**src/hdl/sdram_pkg.sv**
```systemverilog
//----------------------------------------------------------
// DDR4 controller shared types and constants
// Address map, latencies, request/response and command encodings
//----------------------------------------------------------
package sdram_pkg;

    // Address and data geometry
    localparam int PADDR_BITS     = 16;
    localparam int COL_BITS       = 4;
    localparam int ROW_BITS       = 8;
    localparam int BG_BITS        = 2;
    localparam int BA_BITS        = 2;
    localparam int NUM_BANKS      = 2 ** (BG_BITS + BA_BITS);
    localparam int DATA_BITS      = 64;
    localparam int DRAM_ADDR_BITS = 17;             // A16..A0 on the DIMM

    // DIMM timing, in controller cycles
    localparam int CAS_LATENCY        = 22;         // READ on pins to data on dq
    localparam int ACTIVATION_LATENCY = 8;          // ACTIVATE to READ/WRITE
    localparam int PRECHARGE_LATENCY  = 5;          // PRECHARGE to ACTIVATE
    localparam int WAIT_BITS = $clog2((ACTIVATION_LATENCY > PRECHARGE_LATENCY) ?
                                      ACTIVATION_LATENCY : PRECHARGE_LATENCY);

    typedef logic [BG_BITS+BA_BITS-1:0] bank_id_t;  // Bank group in the high bits
    typedef logic [ROW_BITS-1:0]        row_t;
    typedef logic [COL_BITS-1:0]        col_t;

    typedef struct packed {
        logic [PADDR_BITS-1:0] addr;
        logic                  write;               // High for a store
        logic [DATA_BITS-1:0]  wdata;
    } mem_req_t;

    typedef struct packed {
        logic [PADDR_BITS-1:0] addr;
        logic [DATA_BITS-1:0]  rdata;
    } mem_rsp_t;

    // Codes 0..3 follow the command CLB numbering
    typedef enum logic [2:0] {
        READ      = 3'd0,
        WRITE     = 3'd1,
        ACTIVATE  = 3'd2,
        PRECHARGE = 3'd3,
        NOP       = 3'd4
    } dram_cmd_e;

    typedef enum logic [1:0] {CLOSED, OPENING, OPEN, CLOSING} bank_state_e;

    typedef enum logic {DISP_IDLE, DISP_ACK} dispatch_state_e;

    typedef struct packed {
        dram_cmd_e            cmd;
        row_t                 row;
        col_t                 col;
        logic [DATA_BITS-1:0] wdata;
    } bank_cmd_t;

    typedef struct packed {
        logic                      act_n;           // Low marks an ACTIVATE
        logic [DRAM_ADDR_BITS-1:0] dram_addr;
        logic [BG_BITS-1:0]        bg;
        logic [BA_BITS-1:0]        ba;
    } dram_pins_t;

    //----------------------------------------------------------
    // Address map helpers: row | bg | ba | col
    //----------------------------------------------------------
    function automatic bank_id_t addr_bank(logic [PADDR_BITS-1:0] addr);
        return addr[COL_BITS +: BG_BITS+BA_BITS];
    endfunction

    function automatic row_t addr_row(logic [PADDR_BITS-1:0] addr);
        return addr[PADDR_BITS-1 -: ROW_BITS];
    endfunction

    function automatic col_t addr_col(logic [PADDR_BITS-1:0] addr);
        return addr[COL_BITS-1:0];
    endfunction

    function automatic logic [PADDR_BITS-1:0] make_addr(bank_id_t bank, row_t row, col_t col);
        return {row, bank, col};
    endfunction

endpackage : sdram_pkg

```
**src/hdl/request_dispatch.sv**
```systemverilog
//----------------------------------------------------------
// Request intake: four-phase handshake, bank decode and load
//----------------------------------------------------------
module request_dispatch import sdram_pkg::*; (
    input  logic                 clk_in,
    input  logic                 rst_N_in,
    input  logic                 mem_req_valid,
    input  mem_req_t             mem_req,
    output logic                 mem_req_ack,
    input  logic [NUM_BANKS-1:0] bank_busy,
    output logic [NUM_BANKS-1:0] bank_load,
    output mem_req_t             bank_req
);

    dispatch_state_e state;
    bank_id_t        target;                        // Bank addressed by the request
    logic            take;                          // Hand the request over this cycle

    assign target   = addr_bank(mem_req.addr);
    assign take     = (state == DISP_IDLE) && mem_req_valid && !bank_busy[target];
    assign bank_req = mem_req;                      // Shared bus, only the loaded bank latches

    // One-hot load strobe, lasts a single cycle since the FSM leaves IDLE
    always_comb begin
        bank_load = '0;
        if (take) begin
            bank_load[target] = 1'b1;
        end
    end

    //----------------------------------------------------------
    // Handshake FSM, ack is the registered ACK state
    //----------------------------------------------------------
    always_ff @(posedge clk_in or negedge rst_N_in) begin
        if (!rst_N_in) begin
            state <= DISP_IDLE;
        end else begin
            case (state)
                DISP_IDLE: begin
                    if (take) state <= DISP_ACK;    // Busy bank holds us here
                end
                DISP_ACK: begin
                    if (!mem_req_valid) state <= DISP_IDLE;  // Requester finished phase 3
                end
                default: state <= DISP_IDLE;
            endcase
        end
    end

    assign mem_req_ack = (state == DISP_ACK);

    // Requester must hold the request until it sees ack
    a_req_stable: assert property (@(posedge clk_in) disable iff (!rst_N_in)
        (mem_req_valid && !mem_req_ack) ##1 (mem_req_valid && !mem_req_ack)
        |-> $stable(mem_req));

endmodule : request_dispatch

```
**src/hdl/bank_machine.sv**
```systemverilog
//----------------------------------------------------------
// Bank machine: open-page row tracking and timed commands
//----------------------------------------------------------
module bank_machine import sdram_pkg::*; (
    input  logic      clk_in,
    input  logic      rst_N_in,
    input  logic      load,
    input  mem_req_t  req,
    output logic      busy,
    output logic      cmd_pending,
    output bank_cmd_t cmd,
    input  logic      grant
);

    bank_state_e          state;
    mem_req_t             req_q;                    // Request being served
    row_t                 open_row;                 // Row held in the sense amps
    logic [WAIT_BITS-1:0] wait_cnt;                 // Cycles left before next command
    row_t                 req_row;
    logic                 row_hit;

    assign req_row = addr_row(req_q.addr);
    assign row_hit = (open_row == req_row);

    //----------------------------------------------------------
    // Next command for the held request
    //----------------------------------------------------------
    always_comb begin
        cmd.row   = req_row;
        cmd.col   = addr_col(req_q.addr);
        cmd.wdata = req_q.wdata;
        case (state)
            CLOSED: cmd.cmd = ACTIVATE;
            OPEN: begin
                if (!row_hit) begin
                    cmd.cmd = PRECHARGE;            // Row conflict, close first
                end else if (req_q.write) begin
                    cmd.cmd = WRITE;
                end else begin
                    cmd.cmd = READ;
                end
            end
            default: cmd.cmd = NOP;                 // Still timing out
        endcase
    end

    assign cmd_pending = busy && (wait_cnt == '0) && (state == CLOSED || state == OPEN);

    //----------------------------------------------------------
    // Bank state, occupancy and latency counter
    //----------------------------------------------------------
    always_ff @(posedge clk_in or negedge rst_N_in) begin
        if (!rst_N_in) begin
            state    <= CLOSED;
            busy     <= 1'b0;
            wait_cnt <= '0;
        end else begin
            if (load) begin
                busy <= 1'b1;
            end
            // Settle the transitional state as the counter expires
            if (wait_cnt != '0) begin
                wait_cnt <= wait_cnt - 1'b1;
                if (wait_cnt == WAIT_BITS'(1)) begin
                    if (state == OPENING) begin
                        state <= OPEN;
                    end else begin
                        state <= CLOSED;
                    end
                end
            end
            if (grant) begin
                case (cmd.cmd)
                    ACTIVATE: begin
                        state    <= OPENING;
                        wait_cnt <= WAIT_BITS'(ACTIVATION_LATENCY - 1);
                    end
                    PRECHARGE: begin
                        state    <= CLOSING;
                        wait_cnt <= WAIT_BITS'(PRECHARGE_LATENCY - 1);
                    end
                    default: busy <= 1'b0;          // READ/WRITE ends the request, row stays open
                endcase
            end
        end
    end

    always_ff @(posedge clk_in) begin
        if (load) req_q <= req;
        if (grant && cmd.cmd == ACTIVATE) open_row <= req_row;
    end

    a_load_idle: assert property (@(posedge clk_in) disable iff (!rst_N_in)
        load |-> !busy);
    a_grant_pending: assert property (@(posedge clk_in) disable iff (!rst_N_in)
        grant |-> cmd_pending);

endmodule : bank_machine

```
**src/hdl/command_arbiter.sv**
```systemverilog
//----------------------------------------------------------
// Round-robin command arbiter and DDR4 pin encoder
//----------------------------------------------------------
module command_arbiter import sdram_pkg::*; (
    input  logic                  clk_in,
    input  logic                  rst_N_in,
    input  logic [NUM_BANKS-1:0]  cmd_pending,
    input  bank_cmd_t             bank_cmds [NUM_BANKS],
    output logic [NUM_BANKS-1:0]  grant,
    output dram_pins_t            dram_pins,
    output logic [DATA_BITS-1:0]  dram_dq_out,
    output logic                  dram_dq_oe,
    output logic                  rd_issue,
    output logic [PADDR_BITS-1:0] rd_addr
);

    bank_id_t   last_q;                             // Most recently granted bank
    bank_id_t   win;
    logic       win_valid;
    bank_cmd_t  win_cmd;
    dram_pins_t pins_nxt;

    // ACTIVATE carries the row, everything else ras/cas/we on A16..A14
    function automatic dram_pins_t encode(dram_cmd_e op, bank_id_t bank, row_t row, col_t col);
        dram_pins_t p;
        logic [2:0] rcw;
        case (op)
            READ:      rcw = 3'b101;
            WRITE:     rcw = 3'b100;
            PRECHARGE: rcw = 3'b010;
            default:   rcw = 3'b111;                // NOP
        endcase
        p.bg = bank[BA_BITS +: BG_BITS];
        p.ba = bank[BA_BITS-1:0];
        if (op == ACTIVATE) begin
            p.act_n     = 1'b0;
            p.dram_addr = DRAM_ADDR_BITS'(row);     // Zero-padded row
        end else begin
            p.act_n     = 1'b1;
            p.dram_addr = {rcw, {(DRAM_ADDR_BITS-3-COL_BITS){1'b0}}, col};
        end
        return p;
    endfunction

    //----------------------------------------------------------
    // Search starts one past the last winner
    //----------------------------------------------------------
    always_comb begin
        bank_id_t idx;
        win       = last_q;
        win_valid = 1'b0;
        for (int i = 1; i <= NUM_BANKS; i++) begin
            idx = bank_id_t'(last_q + i);           // Wraps modulo NUM_BANKS
            if (!win_valid && cmd_pending[idx]) begin
                win_valid = 1'b1;
                win       = idx;
            end
        end
    end

    assign grant   = win_valid ? (NUM_BANKS'(1) << win) : '0;
    assign win_cmd = bank_cmds[win];

    always_comb begin
        if (win_valid) pins_nxt = encode(win_cmd.cmd, win, win_cmd.row, win_cmd.col);
        else           pins_nxt = encode(NOP, '0, '0, '0);
    end

    always_ff @(posedge clk_in or negedge rst_N_in) begin
        if (!rst_N_in) begin
            last_q     <= bank_id_t'(NUM_BANKS - 1);  // Bank 0 goes first
            dram_pins  <= encode(NOP, '0, '0, '0);
            dram_dq_oe <= 1'b0;
            rd_issue   <= 1'b0;
        end else begin
            if (win_valid) last_q <= win;
            dram_pins  <= pins_nxt;
            dram_dq_oe <= win_valid && (win_cmd.cmd == WRITE);  // Data beat with its WRITE
            rd_issue   <= win_valid && (win_cmd.cmd == READ);
        end
    end

    // Write beat and read tag aligned with the pins
    always_ff @(posedge clk_in) begin
        if (win_valid) begin
            dram_dq_out <= win_cmd.wdata;
            rd_addr     <= make_addr(win, win_cmd.row, win_cmd.col);
        end
    end

    // A pending bank always offers a real command
    a_win_cmd_real: assert property (@(posedge clk_in) disable iff (!rst_N_in)
        win_valid |-> (win_cmd.cmd != NOP));

endmodule : command_arbiter

```
**src/hdl/read_return.sv**
```systemverilog
//----------------------------------------------------------
// Read return: CAS-latency tag pipeline and response register
//----------------------------------------------------------
module read_return import sdram_pkg::*; (
    input  logic                  clk_in,
    input  logic                  rst_N_in,
    input  logic                  rd_issue,
    input  logic [PADDR_BITS-1:0] rd_addr,
    input  logic [DATA_BITS-1:0]  dram_dq_in,
    output logic                  rsp_valid,
    output mem_rsp_t              rsp
);

    // Stage k holds a READ issued k+1 cycles ago
    logic [CAS_LATENCY-1:0]                 vld_sr;
    logic [CAS_LATENCY-1:0][PADDR_BITS-1:0] addr_sr;
    logic                                   data_due;   // dq carries this read's beat

    assign data_due = vld_sr[CAS_LATENCY-1];

    //----------------------------------------------------------
    // Valid flags, one slot per cycle so reads stay in order
    //----------------------------------------------------------
    always_ff @(posedge clk_in or negedge rst_N_in) begin
        if (!rst_N_in) begin
            vld_sr    <= '0;
            rsp_valid <= 1'b0;
        end else begin
            vld_sr    <= {vld_sr[CAS_LATENCY-2:0], rd_issue};
            rsp_valid <= data_due;                  // CAS_LATENCY + 1 after the READ
        end
    end

    // Address tags travel beside the flags
    always_ff @(posedge clk_in) begin
        addr_sr <= {addr_sr[CAS_LATENCY-2:0], rd_addr};
        if (data_due) begin
            rsp.addr  <= addr_sr[CAS_LATENCY-1];
            rsp.rdata <= dram_dq_in;                // Sample the DIMM beat
        end
    end

endmodule : read_return

```
**src/hdl/sdram_controller.sv**
```systemverilog
//----------------------------------------------------------
// DDR4 SDRAM controller top: intake, bank machines, arbiter
//----------------------------------------------------------
module sdram_controller import sdram_pkg::*; (
    input  logic                 clk_in,
    input  logic                 rst_N_in,
    // Requester side
    input  logic                 mem_req_valid,
    input  mem_req_t             mem_req,
    output logic                 mem_req_ack,
    output logic                 rsp_valid,
    output mem_rsp_t             rsp,
    // DIMM side
    output dram_pins_t           dram_pins,
    output logic [DATA_BITS-1:0] dram_dq_out,
    output logic                 dram_dq_oe,
    input  logic [DATA_BITS-1:0] dram_dq_in
);

    logic [NUM_BANKS-1:0]  bank_busy;
    logic [NUM_BANKS-1:0]  bank_load;
    mem_req_t              bank_req;                // Shared load bus
    logic [NUM_BANKS-1:0]  cmd_pending;
    bank_cmd_t             bank_cmds [NUM_BANKS];
    logic [NUM_BANKS-1:0]  grant;
    logic                  rd_issue;
    logic [PADDR_BITS-1:0] rd_addr;

    request_dispatch u_dispatch (
        .clk_in        (clk_in),
        .rst_N_in      (rst_N_in),
        .mem_req_valid (mem_req_valid),
        .mem_req       (mem_req),
        .mem_req_ack   (mem_req_ack),
        .bank_busy     (bank_busy),
        .bank_load     (bank_load),
        .bank_req      (bank_req)
    );

    // One machine per bank group / bank pair
    for (genvar b = 0; b < NUM_BANKS; b++) begin : g_bank
        bank_machine u_bank (
            .clk_in      (clk_in),
            .rst_N_in    (rst_N_in),
            .load        (bank_load[b]),
            .req         (bank_req),
            .busy        (bank_busy[b]),
            .cmd_pending (cmd_pending[b]),
            .cmd         (bank_cmds[b]),
            .grant       (grant[b])
        );
    end

    command_arbiter u_arbiter (
        .clk_in      (clk_in),
        .rst_N_in    (rst_N_in),
        .cmd_pending (cmd_pending),
        .bank_cmds   (bank_cmds),
        .grant       (grant),
        .dram_pins   (dram_pins),
        .dram_dq_out (dram_dq_out),
        .dram_dq_oe  (dram_dq_oe),
        .rd_issue    (rd_issue),
        .rd_addr     (rd_addr)
    );

    read_return u_read_return (
        .clk_in     (clk_in),
        .rst_N_in   (rst_N_in),
        .rd_issue   (rd_issue),
        .rd_addr    (rd_addr),
        .dram_dq_in (dram_dq_in),
        .rsp_valid  (rsp_valid),
        .rsp        (rsp)
    );

endmodule : sdram_controller

```
**config.mk**
```make
export PLATFORM = sky130hd
export DESIGN_NAME = sdram_controller
export DESIGN_NICKNAME = d
export VERILOG_FILES = /design/src/hdl/sdram_pkg.sv /design/src/hdl/request_dispatch.sv /design/src/hdl/bank_machine.sv /design/src/hdl/command_arbiter.sv /design/src/hdl/read_return.sv /design/src/hdl/sdram_controller.sv
export SDC_FILE = /design/constraint.sdc
export NUM_CORES = 2
export LEC_CHECK = 0
export ABC_AREA = 1
export BUFFER_PORTS_ARGS = -buffer_cell sky130_fd_sc_hd__buf_2
export CORE_UTILIZATION = 40
export CTS_CLUSTER_DIAMETER = 60
export DETAILED_ROUTE_END_ITERATION = 10
export GPL_TIMING_DRIVEN = 0
export PLACE_DENSITY = 0.55
export REMOVE_ABC_BUFFERS = 1
export SYNTH_ARGS = -nofsm -noshare
export SYNTH_HDL_FRONTEND = slang
export SYNTH_SLANG_ARGS = --single-unit
export TNS_END_PERCENT = 30
```
**constraint.sdc**
```tcl
create_clock -name clk_in -period 8.22 [get_ports clk_in]
set_input_delay 1.644 -clock clk_in [delete_from_list [all_inputs] [get_ports clk_in]]
set_output_delay 1.644 -clock clk_in [all_outputs]
set_load 0.05 [all_outputs]
```
== Word level (Yosys, flattened, before mapping) ==
Cells that the tools add are included.
Word-level totals
  register bits: 2084
  input bits: 148
  output and inout bits: 169
  logic and storage cells: 769
Operators by class
  add/sub/neg operators: 32
  order comparisons: 19
  eq/ne operators: 99
  shift-type cells: 1
  muxes and demuxes: 303
  bitwise gates (word level): 2
  reductions and logical operators: 165
Operators with widths (number)
  $bmux 79 s4: 1
  $pmux 3 s2: 32
  $mux 79: 2
  $mux 3: 48
  $eq 8x8->1: 16
  $mux 2: 64
  $eq 3x2->1 const B: 34
  $mux 1: 100
  $lt 4x5->1 const B: 17
  $bmux 1 s4: 17
  $logic_and 1x1->1: 68
  $mux 4: 16
  $pmux 2 s2: 16
  $eq 3x1->1 const B: 17
  $logic_not 3->1: 17
  $reduce_bool 3->1: 16
  $sub 3x1->3 const B: 16
  $add 4x4->4 const B: 8
  $eq 2x1->1 const B: 16
  $eq 2x2->1 const B: 16
  $logic_not 2->1: 16
  $mux 16: 2
  $reduce_or 2->1: 16
  $mux 22: 1
  other kinds (14): 49

== Depth between registers and ports, before layout ==
  depth in word-level cells: 59
  gate-level depth with buffers: 39
  gate-level depth less buffers: 37

== By module ==
Synthesis repeated with hierarchy kept, for this count alone.
Unflattened totals
  cells, all modules: 7220
  area total of the unflattened synthesis: 84732.5 µm²
By module, submodules not included
  bank_machine: times used 16, cells each 247, area an instance 3644.7 µm², seq. area each 2702.6 µm²
  command_arbiter: times used 1, cells each 2635, area an instance 15254.6 µm², seq. area each 2962.8 µm²
  read_return: times used 1, cells each 455, area an instance 10024.6 µm², seq. area each 10024.6 µm²
  request_dispatch: times used 1, cells each 178, area an instance 1137.3 µm², seq. area each 25.0 µm²

== Worst setup path after synthesis ==
No wires, ideal clock.
  path kind: input -> register
  start point: input mem_req[69] (netlist bit)
  end point: register g_bank[11].u_bank.req_q, in the netlist g_bank[11].u_bank.cmd[0] (enable)
  setup time: 514 ps
  data arrival time: 5914 ps
  data required time: 7706 ps
  setup slack: 1792 ps
  stages: 9
  buffers on the path: 0
  cells stage by stage: inv_1 > nor2_1 > a22oi_1 > o221ai_1 > a221oi_1 > nand4_1 > inv_1 > nand3_1 > nor2_1
Between the ends
  longest elaborated chain between the ends: 5
  elaborated cells on any way between the ends: 10
  classes of those cells: order compare: 2; mux: 5; reduce/logical: 3
RTL lines
  start: declaration: RTL line sdram_controller.sv:9  | input mem_req_t mem_req,
  $lt 4x5->1 (implied by the code) (tied with other cells): RTL line request_dispatch.sv:27  | bank_load[target] = 1'b1;
  $logic_and 1x1->1 (implied by the code) or $mux 1 (tied branches): RTL line request_dispatch.sv:27, request_dispatch.sv:20
  $mux 1 (implied by the code) or $logic_not 1->1 (tied branches): RTL line request_dispatch.sv:27, request_dispatch.sv:20
  $demux 1 s4 or $logic_and 1x1->1 (tied branches)
  $mux 16 *: RTL line request_dispatch.sv:26  | if (take) begin
  via g_bank[11].u_bank.load: RTL line bank_machine.sv:7  | input logic load,
  end signal: assignment: RTL line bank_machine.sv:89  | if (load) req_q <= req;
  end: declaration: RTL line bank_machine.sv:16  | mem_req_t req_q;
The timed path passes the listed nets; every way through them passes the cells marked *. The select of a mux whose other input is x is not followed.
A chain may end at the register's enable or synchronous reset.

== Worst setup path after layout ==
  start point: register u_arbiter.last_q[0]
  end point: register g_bank[0].u_bank.open_row[6] (enable)
Between the ends
  longest elaborated chain between the ends: 52
  elaborated cells on any way between the ends: 113
  classes of those cells: add/sub: 16; shift: 1; mux: 65; reduce/logical: 31
RTL lines
  start: declaration: RTL line command_arbiter.sv:17  | bank_id_t last_q;
  start signal: assignment: RTL line command_arbiter.sv:71  | last_q <= bank_id_t'(NUM_BANKS - 1);
  start signal: assignment: RTL line command_arbiter.sv:76  | if (win_valid) last_q <= win;
  $add 4x1->4: RTL line command_arbiter.sv:53  | idx = bank_id_t'(last_q + i);
  $bmux 1 s4: RTL line command_arbiter.sv:54  | if (!win_valid && cmd_pending[idx]) begin
  $mux 1 (implied by the code): RTL line command_arbiter.sv:54
  $mux 1: RTL line command_arbiter.sv:54
  $logic_not 1->1: RTL line command_arbiter.sv:54
  $logic_and 1x1->1: RTL line command_arbiter.sv:54
  $mux 1: RTL line command_arbiter.sv:54
  $logic_not 1->1: RTL line command_arbiter.sv:54
  (+36 left out)
  $logic_and 1x1->1: RTL line command_arbiter.sv:54
  $mux 1: RTL line command_arbiter.sv:54
  $logic_not 1->1: RTL line command_arbiter.sv:54
  $logic_and 1x1->1: RTL line command_arbiter.sv:54
  $mux 4: RTL line command_arbiter.sv:54
  $shl 1x4->16: RTL line command_arbiter.sv:61  | assign grant = win_valid ? (NUM_BANKS'(1) << win) : '0;
  $mux 16 *: RTL line command_arbiter.sv:61
  $logic_and 1x1->1 *: RTL line bank_machine.sv:90  | if (grant && cmd.cmd == ACTIVATE) open_row <= req_row;
  end signal: assignment: RTL line bank_machine.sv:90
  end: declaration: RTL line bank_machine.sv:17  | row_t open_row;
Every way passes the cells marked *; elsewhere a longest branch is shown, timed or not. The select of a mux whose other input is x is not followed.

==> flow_summary.toml <==
[cts]
clk_latency_ns = 0.84
numCtsBuffers = 203
post-cts-setup-buffers = 0
clk_pin_slew_ns = 0.06
cts.sinks = 2014
cts_hold_buf = 0
tritoncts = "done"
h-tree-depth = 4
cts_max_path_buffers = 3
cts_root_buf = "clkbuf_16"

[logic_synthesis]
synth_warnings = 0
yosysSeqAreaShare = 0.760
syn_area_mm2 = 0.0740
async_flop_share = 0.0705
postSynthCellCount = 5554
synth.avg_cell_area_um2 = 13.3
synth_seq_cells = 2014
ys_types = 61
synth_edf_count = 1520
ys.flop_type = "edfxtp_1"

[final_layout]
seq_area_mm2 = 0.0563
fin_nets = 6173
layout-drive-gt1-share = 0.138
layout_commonest_cell = "edfxtp_1"
multi_input_area_mm2 = 0.0155
area_growth_pct = 17.6
fillers = 16162
design_area_mm2 = 0.0870
final_cell_mix = "edfxtp_1 (1,520), nand2_1 (1,450), nand3_1 (404)"

[floorplan]
start_util = 0.403
die_x_um = 432
die_h_um = 432
pin_count = 317
core_mm2 = 0.183
rows = 157
dieArea_mm2 = 0.187

[drt]
detail_route.vias_per_cell = 5.03
postRouteAntennaNets = 0
drt_iter0_markers = 3240
routed_wl_mm = 180
dr.pass1.iters = 6
routedWlPerCell_um = 20.9
route.detailed.drc = 0
routed-via-count = 43337

[timing]
drv_slew = 0
slew_headroom = 0.335
rsz0062_at_grt = "false"
finalHoldViolations = 0
final.min_clock_period_ns = 7.46
tightest_slew_ns = 0.995
clock_skew_ns = 0.0710
finalSetupViolCount = 0
finalCritPeriodShare = 0.907
fmax_mhz = 134
fin_ws_ns = 0.765

[global_routing]
grt.overflow.total = 0
grtUsageTotal = 0.190
antenna_found_initial = 34
grt_max_degree = 111
grt_pass1_wl_mm = 266
grt_pass1_vias = 41764

[place]
place_area_mm2 = 0.0800
place_congestion = 0.860
detailed_place_hpwl_mm = 109
dp_slack_ns = -0.0642
port_buffers = 310

[run]
drv_cap = 0

[worst_setup_path]
critPathKind = "flop to flop"
cp-end-kind = "flop"
required_ns = 8.71
cp-start-kind = "flop"
crit_fanout = 53
arrival_ns = 7.95

[min_path]
min_path_type = "flop to flop"

[status]
status = "complete, no violations"
## cells by family (layout without fill, tap and decap cells)
group,count (synthesis),in the layout,share of synthesized area
adders and majority gates,55,55,0.00930
other,1,11,0.0000507
buffers and inverters,564,1148,0.0336
and+or+nand+nor,2313,2315,0.136
xor gates and xnor gates,152,152,0.0188
AOI/OAI and AO/OA,455,455,0.0415
DFF,2014,2014,0.760
## what timing repair did
action                                  4_1_cts  5_1_grt
pin swaps                                     1        2
endpoints found under the hold margin         0        0
endpoints found under the setup margin        8       83
gates cloned                                  1        1
resized for setup                             0        7
## state kept, by name (all words and copies together) (netlist names)
name,flops
u_dispatch.mem_req_ack,1
g_bank.u_bank.busy,16
u_arbiter.dram_dq_out,64
g_bank.u_bank.open_row,128
u_read_return.rsp_valid,1
u_read_return.addr_sr,352
u_read_return.vld_sr,22
u_arbiter.dram_pins,16
u_arbiter.dram_dq_oe,1
u_arbiter.rd_issue,1
g_bank.u_bank.cmd,1216
g_bank.u_bank.req_q,16
u_arbiter.last_q,4
g_bank.u_bank.wait_cnt,48
u_read_return.rsp,80
u_arbiter.rd_addr,16
g_bank.u_bank.state,32
## stage by stage
step / util / hold WS (ns) / std cells / TNS [ns]
2_1_floorplan: - / 0.310 / 5349 / 0
3_3_place_gp: 0.422 / 0.310 / 8123 / -5621.02
3_5_place_dp: 0.436 / 0.312 / 8227 / -0.508
4_1_cts: 0.474 / 0.299 / 8608 / 0
5_1_grt: 0.474 / 0.295 / 8610 / 0
6_report: 0.474 / 0.297 / 8614 / 0
## Yosys cell counts, types with 30 or more instances
master,instances,area (um2)
xor2_1,45,394
xnor2_1,102,893
nand3_1,404,2020
nand2_1,1450,5440
buf_2,136,681
dfrtp_1,134,3350
o221ai_1,30,263
dfxtp_1,352,7050
a22oi_1,153,1150
nand3b_1,36,270
o211ai_1,89,668
inv_1,323,1210
edfxtp_1,1520,45600
o21ai_0,119,596
nand4_1,136,851
nor2_1,210,788
ha_1,55,688
## routing by layer
layer  wire length, um  global-route usage  up-vias
met1             78800               0.254    21475
li1                  -                   -    20348
met4              4570              0.0505       30
met3             10300              0.0384      325
met2             85800               0.315     1159
met5               199                   0        -
## worst max-delay path: stages (launching register included)
cell     delay [ns]
dfstp_4        0.84
inv_2          0.26
ha_1           0.62
inv_1          0.48
nand3_1        0.20
nand3_1        0.12
nand2_1        0.10
nand2_1        0.11
nand2_2        0.15
nor3_4         0.25
nand4_2        0.17
nor2_4         0.18
nand4_1        0.14
nor2_2         0.14
nand4_2        0.34
nand3_2        0.27
nand2_4        0.47
nor2_8         0.70
buf_16         0.31
inv_2          0.21
nor2_1         0.26
nand2_1        0.16
inv_1          0.10
nand2_1        0.12
inv_1          0.33
## cell type report
type,count,area share
tap,2464,0.0354
clock inverter,118,0.0152
inverter,354,0.0155
clock buffer,262,0.0645
multi-input combinational,2983,0.178
antenna,5,0.000144
sequential,2014,0.647
timing repair buffer,414,0.0447
## worst paths after layout
| check | startpoint | endpoint | slack [ns] | cells after the start |
|---|---|---|---|---|
| min in group asynchronous | rst_N_in | g_bank[7].u_bank.wait_cnt[1]$_DFF_PN0_ | 0.78 | 1 |
| min reg2reg | u_read_return.addr_sr[155]$_DFF_P_ | u_read_return.addr_sr[171]$_DFF_P_ | 0.30 | 0 |
| max in group asynchronous | rst_N_in | u_arbiter.last_q[3]$_DFFE_PN1P_ | 6.60 | 2 |
| max reg2reg | u_arbiter.last_q[0]$_DFFE_PN1P_ | g_bank[0].u_bank.open_row[6]$_DFFE_PP_ | 0.76 | 24 |
| max | u_arbiter.last_q[0]$_DFFE_PN1P_ | g_bank[0].u_bank.open_row[6]$_DFFE_PP_ | 0.76 | 24 |
| min | u_read_return.addr_sr[155]$_DFF_P_ | u_read_return.addr_sr[171]$_DFF_P_ | 0.30 | 0 |
Power is not shown: default switching activity piles up to over one toggle a cycle in this logic, so the estimate is an artifact.
